**src/source/console_macros.svh**
```systemverilog
`ifndef CONSOLE_MACROS_SVH
`define CONSOLE_MACROS_SVH

// Screen geometry
`define CON_COLS   32
`define CON_ROWS   19
`define CON_CELLS  608

// ------------------------------
// Control codes in the text stream
`define CHR_AT     8'd22
`define CHR_HOME   8'd12
`define CHR_END    8'hFF
`define CHR_SPACE  8'h20

// ------------------------------
// String start addresses in message_rom
`define MSG_VGA    7'd0
`define MSG_NTSC   7'd8
`define MSG_PAL    7'd16
`define MSG_AT_ID  7'd24
`define MSG_AT_MEM 7'd28
`define MSG_AT_SD  7'd32
`define MSG_MOUSE  7'd36
`define MSG_OK     7'd43
`define MSG_ERROR  7'd49
`define MSG_WAIT   7'd55

`endif

```
**src/source/console_pkg.sv**
```systemverilog
package console_pkg;

   typedef logic [7:0]  char_t;       // One character code
   typedef logic [9:0]  cell_addr_t;  // Linear cell index, row * 32 + col
   typedef logic [4:0]  row_t;
   typedef logic [4:0]  col_t;
   typedef logic [6:0]  str_addr_t;   // Message ROM address
   typedef logic [56:0] chip_id_t;

   // Progress wins over result when both are set
   typedef struct packed {
      logic progress;
      logic result;
   } test_status_t;

   typedef struct packed {
      logic         vga;
      logic         mode;     // 0 PAL, 1 NTSC
      chip_id_t     chip_id;
      test_status_t memtest;
      test_status_t sdtest;
      logic [2:0]   mouse;    // Bit 0 left, bit 1 right, bit 2 middle
   } status_t;

   typedef enum logic [3:0] {
      R_HOME, R_VIDEO, R_ID, R_ID_DIGIT,
      R_MEM, R_MEM_RES, R_SD, R_SD_RES, R_MOUSE,
      R_STR, R_STR_CHECK, R_SEND, R_SEND_DONE
   } report_state_e;

   typedef enum logic [2:0] {
      IDLE, CMD, AT_ROW, AT_COL, CLEAR, PUT
   } writer_state_e;

endpackage

```
**src/source/message_rom.sv**
```systemverilog
`timescale 1ns/1ns
`include "console_macros.svh"

module message_rom import console_pkg::*; (
   input  logic       clk,
   input  str_addr_t  rom_addr,
   input  logic [2:0] mouse,
   output char_t      rom_char
);

   localparam int ROM_LEN = 61;

   // All strings back to back, first byte at the top
   localparam logic [8*ROM_LEN-1:0] ROM_TEXT = {
      `CHR_AT, 8'd3,  8'd10, "VGA ",  `CHR_END,   // MSG_VGA
      `CHR_AT, 8'd3,  8'd10, "NTSC",  `CHR_END,   // MSG_NTSC
      `CHR_AT, 8'd3,  8'd10, "PAL ",  `CHR_END,   // MSG_PAL
      `CHR_AT, 8'd4,  8'd10,          `CHR_END,   // MSG_AT_ID
      `CHR_AT, 8'd6,  8'd21,          `CHR_END,   // MSG_AT_MEM
      `CHR_AT, 8'd12, 8'd21,          `CHR_END,   // MSG_AT_SD
      `CHR_AT, 8'd14, 8'd21, "   ",   `CHR_END,   // MSG_MOUSE, live buttons
      "OK   ",                        `CHR_END,
      "ERROR",                        `CHR_END,
      "wait ",                        `CHR_END
   };

   char_t table_char;

   always_comb begin
      if (rom_addr >= ROM_LEN)
         table_char = `CHR_END;
      else
         table_char = ROM_TEXT[8*(ROM_LEN-1-int'(rom_addr)) +: 8];
   end

   // ------------------------------
   // Registered read, buttons patched in on the fly
   always_ff @(posedge clk) begin
      if (rom_addr == `MSG_MOUSE + 7'd3)
         rom_char <= mouse[0] ? "L" : `CHR_SPACE;
      else if (rom_addr == `MSG_MOUSE + 7'd4)
         rom_char <= mouse[2] ? "M" : `CHR_SPACE;
      else if (rom_addr == `MSG_MOUSE + 7'd5)
         rom_char <= mouse[1] ? "R" : `CHR_SPACE;
      else
         rom_char <= table_char;
   end

endmodule

```
**src/source/id_digit_shifter.sv**
```systemverilog
`timescale 1ns/1ns

module id_digit_shifter import console_pkg::*; (
   input  logic     clk,
   input  logic     arst_n,
   input  chip_id_t chip_id,
   input  logic     id_load,
   input  logic     id_shift,
   output char_t    id_char,
   output logic     id_last
);

   logic [59:0] id_reg;     // 15 nibbles, top three bits zero
   logic [3:0]  digit_cnt;

   always_ff @(posedge clk) begin
      if (id_load)
         id_reg <= {3'b000, chip_id};
      else if (id_shift)
         id_reg <= {id_reg[55:0], 4'h0};
   end

   always_ff @(posedge clk or negedge arst_n) begin
      if (!arst_n)
         digit_cnt <= '0;
      else if (id_load)
         digit_cnt <= '0;
      else if (id_shift)
         digit_cnt <= digit_cnt + 4'd1;
   end

   // Upper-case hex of the top nibble
   assign id_char = (id_reg[59:56] < 4'd10) ? (8'h30 + {4'h0, id_reg[59:56]})
                                            : (8'h37 + {4'h0, id_reg[59:56]});
   assign id_last = (digit_cnt == 4'd15);

endmodule

```
**src/source/report_sequencer.sv**
```systemverilog
`timescale 1ns/1ns
`include "console_macros.svh"

module report_sequencer import console_pkg::*; (
   input  logic      clk,
   input  logic      arst_n,
   input  status_t   status,
   output str_addr_t rom_addr,
   input  char_t     rom_char,
   output logic      id_load,
   output logic      id_shift,
   input  char_t     id_char,
   input  logic      id_last,
   output logic      put,
   output char_t     put_char,
   input  logic      busy
);

   report_state_e state, ret_str, ret_send;

   function automatic str_addr_t result_msg(test_status_t t);
      if (t.progress)
         return `MSG_WAIT;
      else if (t.result)
         return `MSG_OK;
      else
         return `MSG_ERROR;
   endfunction

   always_ff @(posedge clk or negedge arst_n) begin
      if (!arst_n) begin
         state    <= R_HOME;
         ret_str  <= R_VIDEO;
         ret_send <= R_VIDEO;
         rom_addr <= '0;
         put      <= 1'b0;
         put_char <= '0;
         id_load  <= 1'b0;
         id_shift <= 1'b0;
      end else begin
         id_load  <= 1'b0;  // Single-cycle pulses
         id_shift <= 1'b0;
         case (state)
            R_HOME: begin                     // Once after reset
               put_char <= `CHR_HOME;
               ret_send <= R_VIDEO;
               state    <= R_SEND;
            end
            R_VIDEO: begin
               if (status.vga)
                  rom_addr <= `MSG_VGA;
               else if (!status.mode)
                  rom_addr <= `MSG_PAL;
               else
                  rom_addr <= `MSG_NTSC;
               ret_str <= R_ID;
               state   <= R_STR;
            end
            R_ID: begin
               rom_addr <= `MSG_AT_ID;
               id_load  <= 1'b1;
               ret_str  <= R_ID_DIGIT;
               state    <= R_STR;
            end
            R_ID_DIGIT: begin
               if (id_last)
                  state <= R_MEM;
               else begin
                  put_char <= id_char;
                  id_shift <= 1'b1;             // Next nibble ready before return
                  ret_send <= R_ID_DIGIT;
                  state    <= R_SEND;
               end
            end
            R_MEM: begin
               rom_addr <= `MSG_AT_MEM;
               ret_str  <= R_MEM_RES;
               state    <= R_STR;
            end
            R_MEM_RES: begin
               rom_addr <= result_msg(status.memtest);
               ret_str  <= R_SD;
               state    <= R_STR;
            end
            R_SD: begin
               rom_addr <= `MSG_AT_SD;
               ret_str  <= R_SD_RES;
               state    <= R_STR;
            end
            R_SD_RES: begin
               rom_addr <= result_msg(status.sdtest);
               ret_str  <= R_MOUSE;
               state    <= R_STR;
            end
            R_MOUSE: begin
               rom_addr <= `MSG_MOUSE;
               ret_str  <= R_VIDEO;             // Loop forever
               state    <= R_STR;
            end

            // ------------------------------
            // String and character subroutines
            R_STR: begin                        // ROM latches current address
               rom_addr <= rom_addr + 7'd1;
               state    <= R_STR_CHECK;
            end
            R_STR_CHECK: begin
               if (rom_char == `CHR_END)
                  state <= ret_str;
               else begin
                  put_char <= rom_char;
                  ret_send <= R_STR;
                  state    <= R_SEND;
               end
            end
            R_SEND: begin
               if (!busy) begin
                  put   <= 1'b1;
                  state <= R_SEND_DONE;
               end
            end
            R_SEND_DONE: begin
               put   <= 1'b0;
               state <= ret_send;
            end
            default: state <= R_HOME;
         endcase
      end
   end

endmodule

```
**src/source/text_writer.sv**
```systemverilog
`timescale 1ns/1ns
`include "console_macros.svh"

module text_writer import console_pkg::*; (
   input  logic       clk,
   input  logic       arst_n,
   input  logic       put,
   input  char_t      put_char,
   output logic       busy,
   output logic       wr_en,
   output cell_addr_t wr_addr,
   output char_t      wr_char
);

   writer_state_e state;
   cell_addr_t    cursor;
   row_t          row;
   char_t         cmd_char;   // Byte being decoded

   always_ff @(posedge clk or negedge arst_n) begin
      if (!arst_n) begin
         state    <= IDLE;
         cursor   <= '0;
         row      <= '0;
         busy     <= 1'b0;
         wr_en    <= 1'b0;
         wr_char  <= '0;
         cmd_char <= '0;
      end else begin
         case (state)
            IDLE, AT_ROW, AT_COL: begin
               if (put) begin
                  cmd_char <= put_char;
                  if (state == AT_ROW) begin
                     row   <= put_char[4:0];
                     state <= AT_COL;
                  end else if (state == AT_COL) begin
                     cursor <= {row, col_t'(put_char[4:0])};
                     state  <= IDLE;
                  end else if (put_char == `CHR_AT)
                     state <= AT_ROW;            // Arguments follow, stay free
                  else begin
                     busy  <= 1'b1;
                     state <= CMD;
                  end
               end
            end
            CMD: begin
               wr_en <= 1'b1;
               if (cmd_char == `CHR_HOME) begin
                  cursor  <= '0;
                  wr_char <= `CHR_SPACE;
                  state   <= CLEAR;
               end else begin
                  wr_char <= cmd_char;
                  state   <= PUT;
               end
            end
            CLEAR: begin                          // One cell per cycle
               if (cursor == cell_addr_t'(`CON_CELLS - 1)) begin
                  cursor <= '0;
                  wr_en  <= 1'b0;
                  busy   <= 1'b0;
                  state  <= IDLE;
               end else
                  cursor <= cursor + 10'd1;
            end
            PUT: begin
               wr_en  <= 1'b0;
               busy   <= 1'b0;
               cursor <= (cursor == cell_addr_t'(`CON_CELLS - 1)) ? '0 : cursor + 10'd1;
               state  <= IDLE;
            end
            default: state <= IDLE;
         endcase
      end
   end

   assign wr_addr = cursor;

endmodule

```
**src/source/screen_buffer.sv**
```systemverilog
`timescale 1ns/1ns
`include "console_macros.svh"

module screen_buffer import console_pkg::*; (
   input  logic       clk,
   input  logic       wr_en,
   input  cell_addr_t wr_addr,
   input  char_t      wr_char,
   input  cell_addr_t fetch_addr,
   output char_t      fetch_char
);

   char_t mem [`CON_CELLS];   // 32 x 19 characters

   // Write port from the text writer
   always_ff @(posedge clk) begin
      if (wr_en)
         mem[wr_addr] <= wr_char;
   end

   // Fetch port, one cycle latency
   always_ff @(posedge clk) begin
      fetch_char <= mem[fetch_addr];
   end

endmodule

```
**src/source/status_console.sv**
```systemverilog
`timescale 1ns/1ns

module status_console import console_pkg::*; (
   input  logic       clk,
   input  logic       arst_n,
   input  status_t    status,
   input  cell_addr_t fetch_addr,
   output char_t      fetch_char
);

   // ------------------------------
   // Sequencer side
   str_addr_t  rom_addr;
   char_t      rom_char;
   logic       id_load, id_shift, id_last;
   char_t      id_char;
   logic       put, busy;
   char_t      put_char;
   // Buffer write side
   logic       wr_en;
   cell_addr_t wr_addr;
   char_t      wr_char;

   report_sequencer u_seq (
      .clk, .arst_n, .status,
      .rom_addr, .rom_char,
      .id_load, .id_shift, .id_char, .id_last,
      .put, .put_char, .busy
   );

   message_rom u_rom (.clk, .rom_addr, .mouse(status.mouse), .rom_char);

   id_digit_shifter u_id (
      .clk, .arst_n, .chip_id(status.chip_id),
      .id_load, .id_shift, .id_char, .id_last
   );

   text_writer u_writer (.clk, .arst_n, .put, .put_char, .busy, .wr_en, .wr_addr, .wr_char);

   screen_buffer u_buf (.clk, .wr_en, .wr_addr, .wr_char, .fetch_addr, .fetch_char);

endmodule

```
**config.mk**
```make
export PLATFORM = sky130hd
export DESIGN_NAME = status_console
export DESIGN_NICKNAME = d
export VERILOG_FILES = /design/src/source/console_pkg.sv /design/src/source/message_rom.sv /design/src/source/id_digit_shifter.sv /design/src/source/report_sequencer.sv /design/src/source/text_writer.sv /design/src/source/screen_buffer.sv /design/src/source/status_console.sv
export VERILOG_INCLUDE_DIRS = /design/src /design/src/source
export SDC_FILE = /design/constraint.sdc
export NUM_CORES = 2
export LEC_CHECK = 0
export ABC_CLOCK_PERIOD_IN_PS = 14700
export BUFFER_PORTS_ARGS = -buffer_cell sky130_fd_sc_hd__buf_2
export CAP_MARGIN = 15
export CORE_MARGIN = 2
export CORE_UTILIZATION = 45
export DETAILED_ROUTE_END_ITERATION = 10
export PLACE_DENSITY = 0.65
export SYNTH_ARGS = -nofsm -noshare
export SYNTH_HDL_FRONTEND = slang
export SYNTH_MEMORY_MAX_BITS = 65536
export SYNTH_SLANG_ARGS = --single-unit
```
**constraint.sdc**
```tcl
create_clock -name clk -period 14.7 [get_ports clk]
set_input_delay 0.735 -clock clk [delete_from_list [all_inputs] [get_ports clk]]
set_output_delay 0.735 -clock clk [all_outputs]
set_load 0.02 [all_outputs]
```
=== Yosys cells after proc, flatten, opt, wreduce, memory -nomap -nowiden ===
Memory sizes are Yosys's and may differ from the RTL's. A register that Yosys moved wholly into a read port is not among the register bits.
Index checks and enable logic that the tools add are counted.
W data, S select, Z words.

* Add/sub/neg operators: 6
* Order comparisons: 2
* Equality and inequality tests: 35
* Shift operators: 1
* Mux-type cells: 58
* Reduce and logical (&&, ||, !) cells: 21

{| class="wikitable"
|+ Operator list
! cell !! number
|-
| $shiftx A488 B32 Y8 const A || 1
|-
| $mux W57 || 2
|-
| $mux W8 || 8
|-
| $pmux W4 S7 || 2
|-
| $pmux W7 S8 || 1
|-
| $mux W10 || 5
|-
| $mux W7 || 6
|-
| $pmux W10 S3 || 1
|-
| $mux W4 || 7
|-
| $eq A4 B4 Y1 const B || 6
|-
| $pmux W8 S3 || 1
|-
| $eq A7 B6 Y1 const B || 3
|-
| $eq A4 B3 Y1 const B || 4
|-
| $mux W5 || 3
|-
| $add A6 B4 Y7 const A || 2
|-
| $ne A2 B2 Y1 const B || 7
|-
| $mux W1 || 12
|-
| $mux W3 || 4
|-
| $pmux W4 S3 || 1
|-
| $reduce_bool A3 Y1 || 4
|-
| $add A10 B1 Y10 const B || 1
|-
| $eq A10 B10 Y1 const B || 1
|-
| $pmux W3 S3 || 1
|-
| $eq A4 B2 Y1 const B || 2
|-
| other kinds (28) || 38
|}

* Register bits after elaboration: 138
* RAM bits: 4,864
* Input bits: 78
* Word-level logic and storage cells: 143
* Memories kept: 1

{| class="wikitable"
|+ Memories
! memory !! depth !! bits a word !! rd ports !! clocked after memory_dff !! wr ports !! line !! text
|-
| u_buf.mem || 608 || 8 || 1 || 1 || 1 || screen_buffer.sv:13 || <nowiki>char_t mem [`CON_CELLS];</nowiki>
|}

=== Depth between registers and ports, before layout ===
* Depth in word-level cells: 6
* Gate-level depth with buffers: 15
* Depth with buffers taken out: 10

=== By module ===
A second synthesis with hierarchy kept.

* Cell total of the unflattened synthesis: 9,852
* Area total of the unflattened synthesis: 198,052.4 um^2

{| class="wikitable"
|+ By module, submodules not included
! module !! instances !! cells an instance !! area an instance (um^2)
|-
| screen_buffer || 1 || 8,947 || 189,210.2
|-
| id_digit_shifter || 1 || 166 || 2,797.7
|-
| message_rom || 1 || 366 || 2,369.8
|-
| report_sequencer || 1 || 200 || 1,843.0
|-
| text_writer || 1 || 173 || 1,831.8
|}

=== Least setup slack after synthesis ===
Ideal clock, no wire load.

* Path type: register -> register
* Start: reg u_writer.wr_char[5]
* End: mem u_buf.mem[0][5] (netlist name), data pin
* Setup time: 1.630 ns
* Arrival: 7.145 ns
* Required time: 13.070 ns
* Path slack: 5.925 ns
* Stages on the path, launching flop included: 1
* Buffers on the path: 0
* Period minus slack after synthesis: 8.775 ns
* Cells stage by stage: dfrtp_1

{| class="wikitable"
|+ RTL lines
! element !! line !! text
|-
| start, declared || text_writer.sv:12 || <nowiki>output char_t wr_char</nowiki>
|-
| start signal, assigned || text_writer.sv:52 || <nowiki>wr_char <= `CHR_SPACE;</nowiki>
|-
| start signal, assigned || text_writer.sv:55 || <nowiki>wr_char <= cmd_char;</nowiki>
|-
| end, declared || screen_buffer.sv:13 ||
|}

No word-level cell before the write port.

==> impl_metrics.tcl <==
set metrics [dict create \
    clockBufferDepth 4 \
    place_hpwl_um 329000 \
    rows 242 \
    top_layer_used "met5" \
    dr.pass1.iters 8 \
    grt_pass1_wl_um 775000 \
    synth_cell_types 79 \
    layout_common_cells "4921 x edfxtp_1, 1138 x mux4_2, 750 x nor2_1" \
    htree_num_levels 5 \
    largest_reg_flops 4864 \
    ant_nets 0 \
    status "finished clean" \
    cts_resized 0 \
    holdPathEnd "u_seq.rom_addr[2]$_DFFE_PN0P_" \
    fillers 33780 \
    critPathLaunchType "input port" \
    drt-initial-drc-count 16461 \
    cp_data_required_time_ps 15540 \
    seq_area_frac_synth_pct 76.3 \
    clk_pin_slew_worst_paths_ps 60 \
    total_power_mw 28.4 \
    min_path_cells 3 \
    remaining_drc_errors 0 \
    grt_pass1_vias 99278 \
    grt_overflow 0 \
    min_period_ps 5700 \
    avgSynthCellArea_um2 20.4 \
    fmax_mhz 176 \
    worst_slack_ps 9000 \
    tns_ps 0 \
    layout-drive-gt1-share_pct 22.7 \
    synth_edf_count 4921 \
    die_h_um 665 \
    tightest_slew_ps 1360 \
    crit_fanout 85 \
    finalHoldViolCount 0 \
    timing.rr.start "u_writer.wr_char[4]$_DFFE_PN0P_" \
    wl_met3_um 65100 \
    routedWlPerCell_um 34.4 \
    power_density_nw_per_um2 130 \
    dp_slack_ps 7930 \
    grt.total_usage_pct 24.6 \
    holdCritStartpoint "status[4]" \
    fin_nets 9952 \
    cp-end-kind "register" \
    peakVddDrop_uv 111 \
    met1_length_um 208000 \
    core_um2 435000 \
    cts_buffers 476 \
    clock_latency_ps 1020 \
    ys_ff_latch 5008 \
    ys_async_sr_fraction_pct 1.36 \
    syn_to_final_growth_pct 11.7 \
    routabilityCongestion 0.865 \
    reg2reg_slack_ps 10270 \
    slew_violations 0 \
    start_util_pct 45.2 \
    synth_warnings 0 \
    antenna_found_initial 49 \
    via_count 102502 \
    cp.arrival_ps 6540 \
    wl_met2_um 257000 \
    dieWidth_um 665 \
    synth_area_um2 196000 \
    cts_tree "built" \
    hold_class "input port to register" \
    cts_root_buffer "clkbuf_16" \
    setup_viol 0 \
    fin_cells 16059 \
    grt_max_degree 216 \
    die-area_um2 442000 \
    maxCapViolCount 0 \
    drt-vias-per-instance 6.38 \
    reg2regPathDepth 3 \
    postSynthCellCount 9615 \
    clock_sink_count 5008 \
    timing.slew.headroom_pct 9.13 \
    pin_count 86 \
    io_buffers 85 \
    synth_fp_nets 9702 \
    layout_commonest_cell "edfxtp_1" \
    crit_type "input port to register" \
    finalCritPeriodShare_pct 38.8 \
    r2r_end "u_buf.mem[84][4]$_DFFE_PP_" \
    drt-total-wl_um 553000 \
    leakagePower_nw 55.4 \
    placed_cells 15057 \
    grt_setup_unrepaired "no" \
    skew_ps 94.6 \
    yosys_most_used_dff "edfxtp_1" \
]
## cell families after synthesis
kind of cell	synth area share [%]
compound gates	3.14
buf+inv	1.68
flops	76.3
fa+ha+maj	0.0574
mux	15.6
xor+xnor	0.0758
simple gates	3.08
## repair_timing
| action | CTS | global route |
|---|---|---|
| hold buffers | 57 | 0 |
| setup buffers | 0 | 0 |
| endpoints found under the hold margin | 123 | 0 |
## area by class of cell
type / count / area [um2] / share of cell area, %
flip-flops and latches: 5008 / 150000 / 68.3
multi-input cells: 3983 / 43500 / 19.8
clock buffers: 589 / 12500 / 5.69
well taps: 5734 / 7170 / 3.27
repair buffers: 376 / 3140 / 1.43
clock inverters: 292 / 2960 / 1.35
diodes: 57 / 143 / 0.0650
inverters: 20 / 92.6 / 0.0422
## per-layer routing
metal / vias to the layer above / global-route usage, %
met3: 971 / 5.76
met4: 20 / 9.53
li1: 40460 / -
met5: - / 0
met1: 54413 / 34.3
met2: 6638 / 37.9
## where the power goes
part	leakage, nW	switching, mW	internal (mW)	total, mW
registers	34.4	0.0101	15.4	15.4
logic	13.5	0.560	0.250	0.810
clock network	7.52	5.36	6.83	12.2
total	55.4	5.93	22.5	28.4
## critical path, stage by stage
cell and delay (ps):
buf_12 470, buf_12 530, buf_4 750, buf_4 880, mux4_2 600, mux4_2 500
mux4_2 500, o211ai_1 870, o211ai_1 240
## synth_stat cells, types with 28 or more instances
master | instances | area, um2
a21oi_1 | 197 | 986
edfxtp_1 | 4921 | 148000
nand2_1 | 278 | 1040
buf_4 | 100 | 751
mux2i_1 | 366 | 3660
a22oi_1 | 95 | 713
mux4_2 | 1138 | 25600
nor2b_1 | 54 | 338
mux2_2 | 113 | 1270
nand3_1 | 79 | 395
buf_2 | 141 | 706
a211oi_1 | 48 | 360
a31oi_1 | 44 | 275
o221ai_1 | 99 | 867
nor3_1 | 80 | 400
nor2_1 | 755 | 2830
o21ai_0 | 162 | 811
buf_1 | 42 | 158
o22ai_1 | 121 | 757
clkbuf_1 | 269 | 1010
dfrtp_1 | 67 | 1680
buf_6 | 48 | 541
nand2b_1 | 28 | 175
## how the worst max path moves through the flow
| stage | startpoint | end | slack [ps] | cells after the start |
|---|---|---|---|---|
| after floorplan | u_writer.wr_char[5]$_DFFE_PN0P_ | u_buf.mem[0][5]$_DFFE_PP_ | 5930 | 0 |
| after global placement | fetch_addr[0] | u_buf.fetch_char[2]$_DFF_P_ | 7770 | 10 |
| after global routing | fetch_addr[0] | u_buf.fetch_char[4]$_DFF_P_ | 8720 | 9 |
| final | fetch_addr[0] | u_buf.fetch_char[4]$_DFF_P_ | 9000 | 9 |
| after CTS | fetch_addr[0] | u_buf.fetch_char[4]$_DFF_P_ | 9040 | 9 |
| after detailed placement | fetch_addr[0] | u_buf.fetch_char[4]$_DFF_P_ | 7930 | 9 |
## metrics by stage
stage                     hold WS (ps)  instance area [um2]  utilization (%)
after CTS                         5.54               219000             50.4
after detailed placement           482               203000             46.7
after global routing              61.6               219000             50.5
final                             72.2               219000             50.5
after floorplan                    432               196000                -
after global placement             464               203000             46.7
Note: power is estimated with default switching activity, not from simulation.
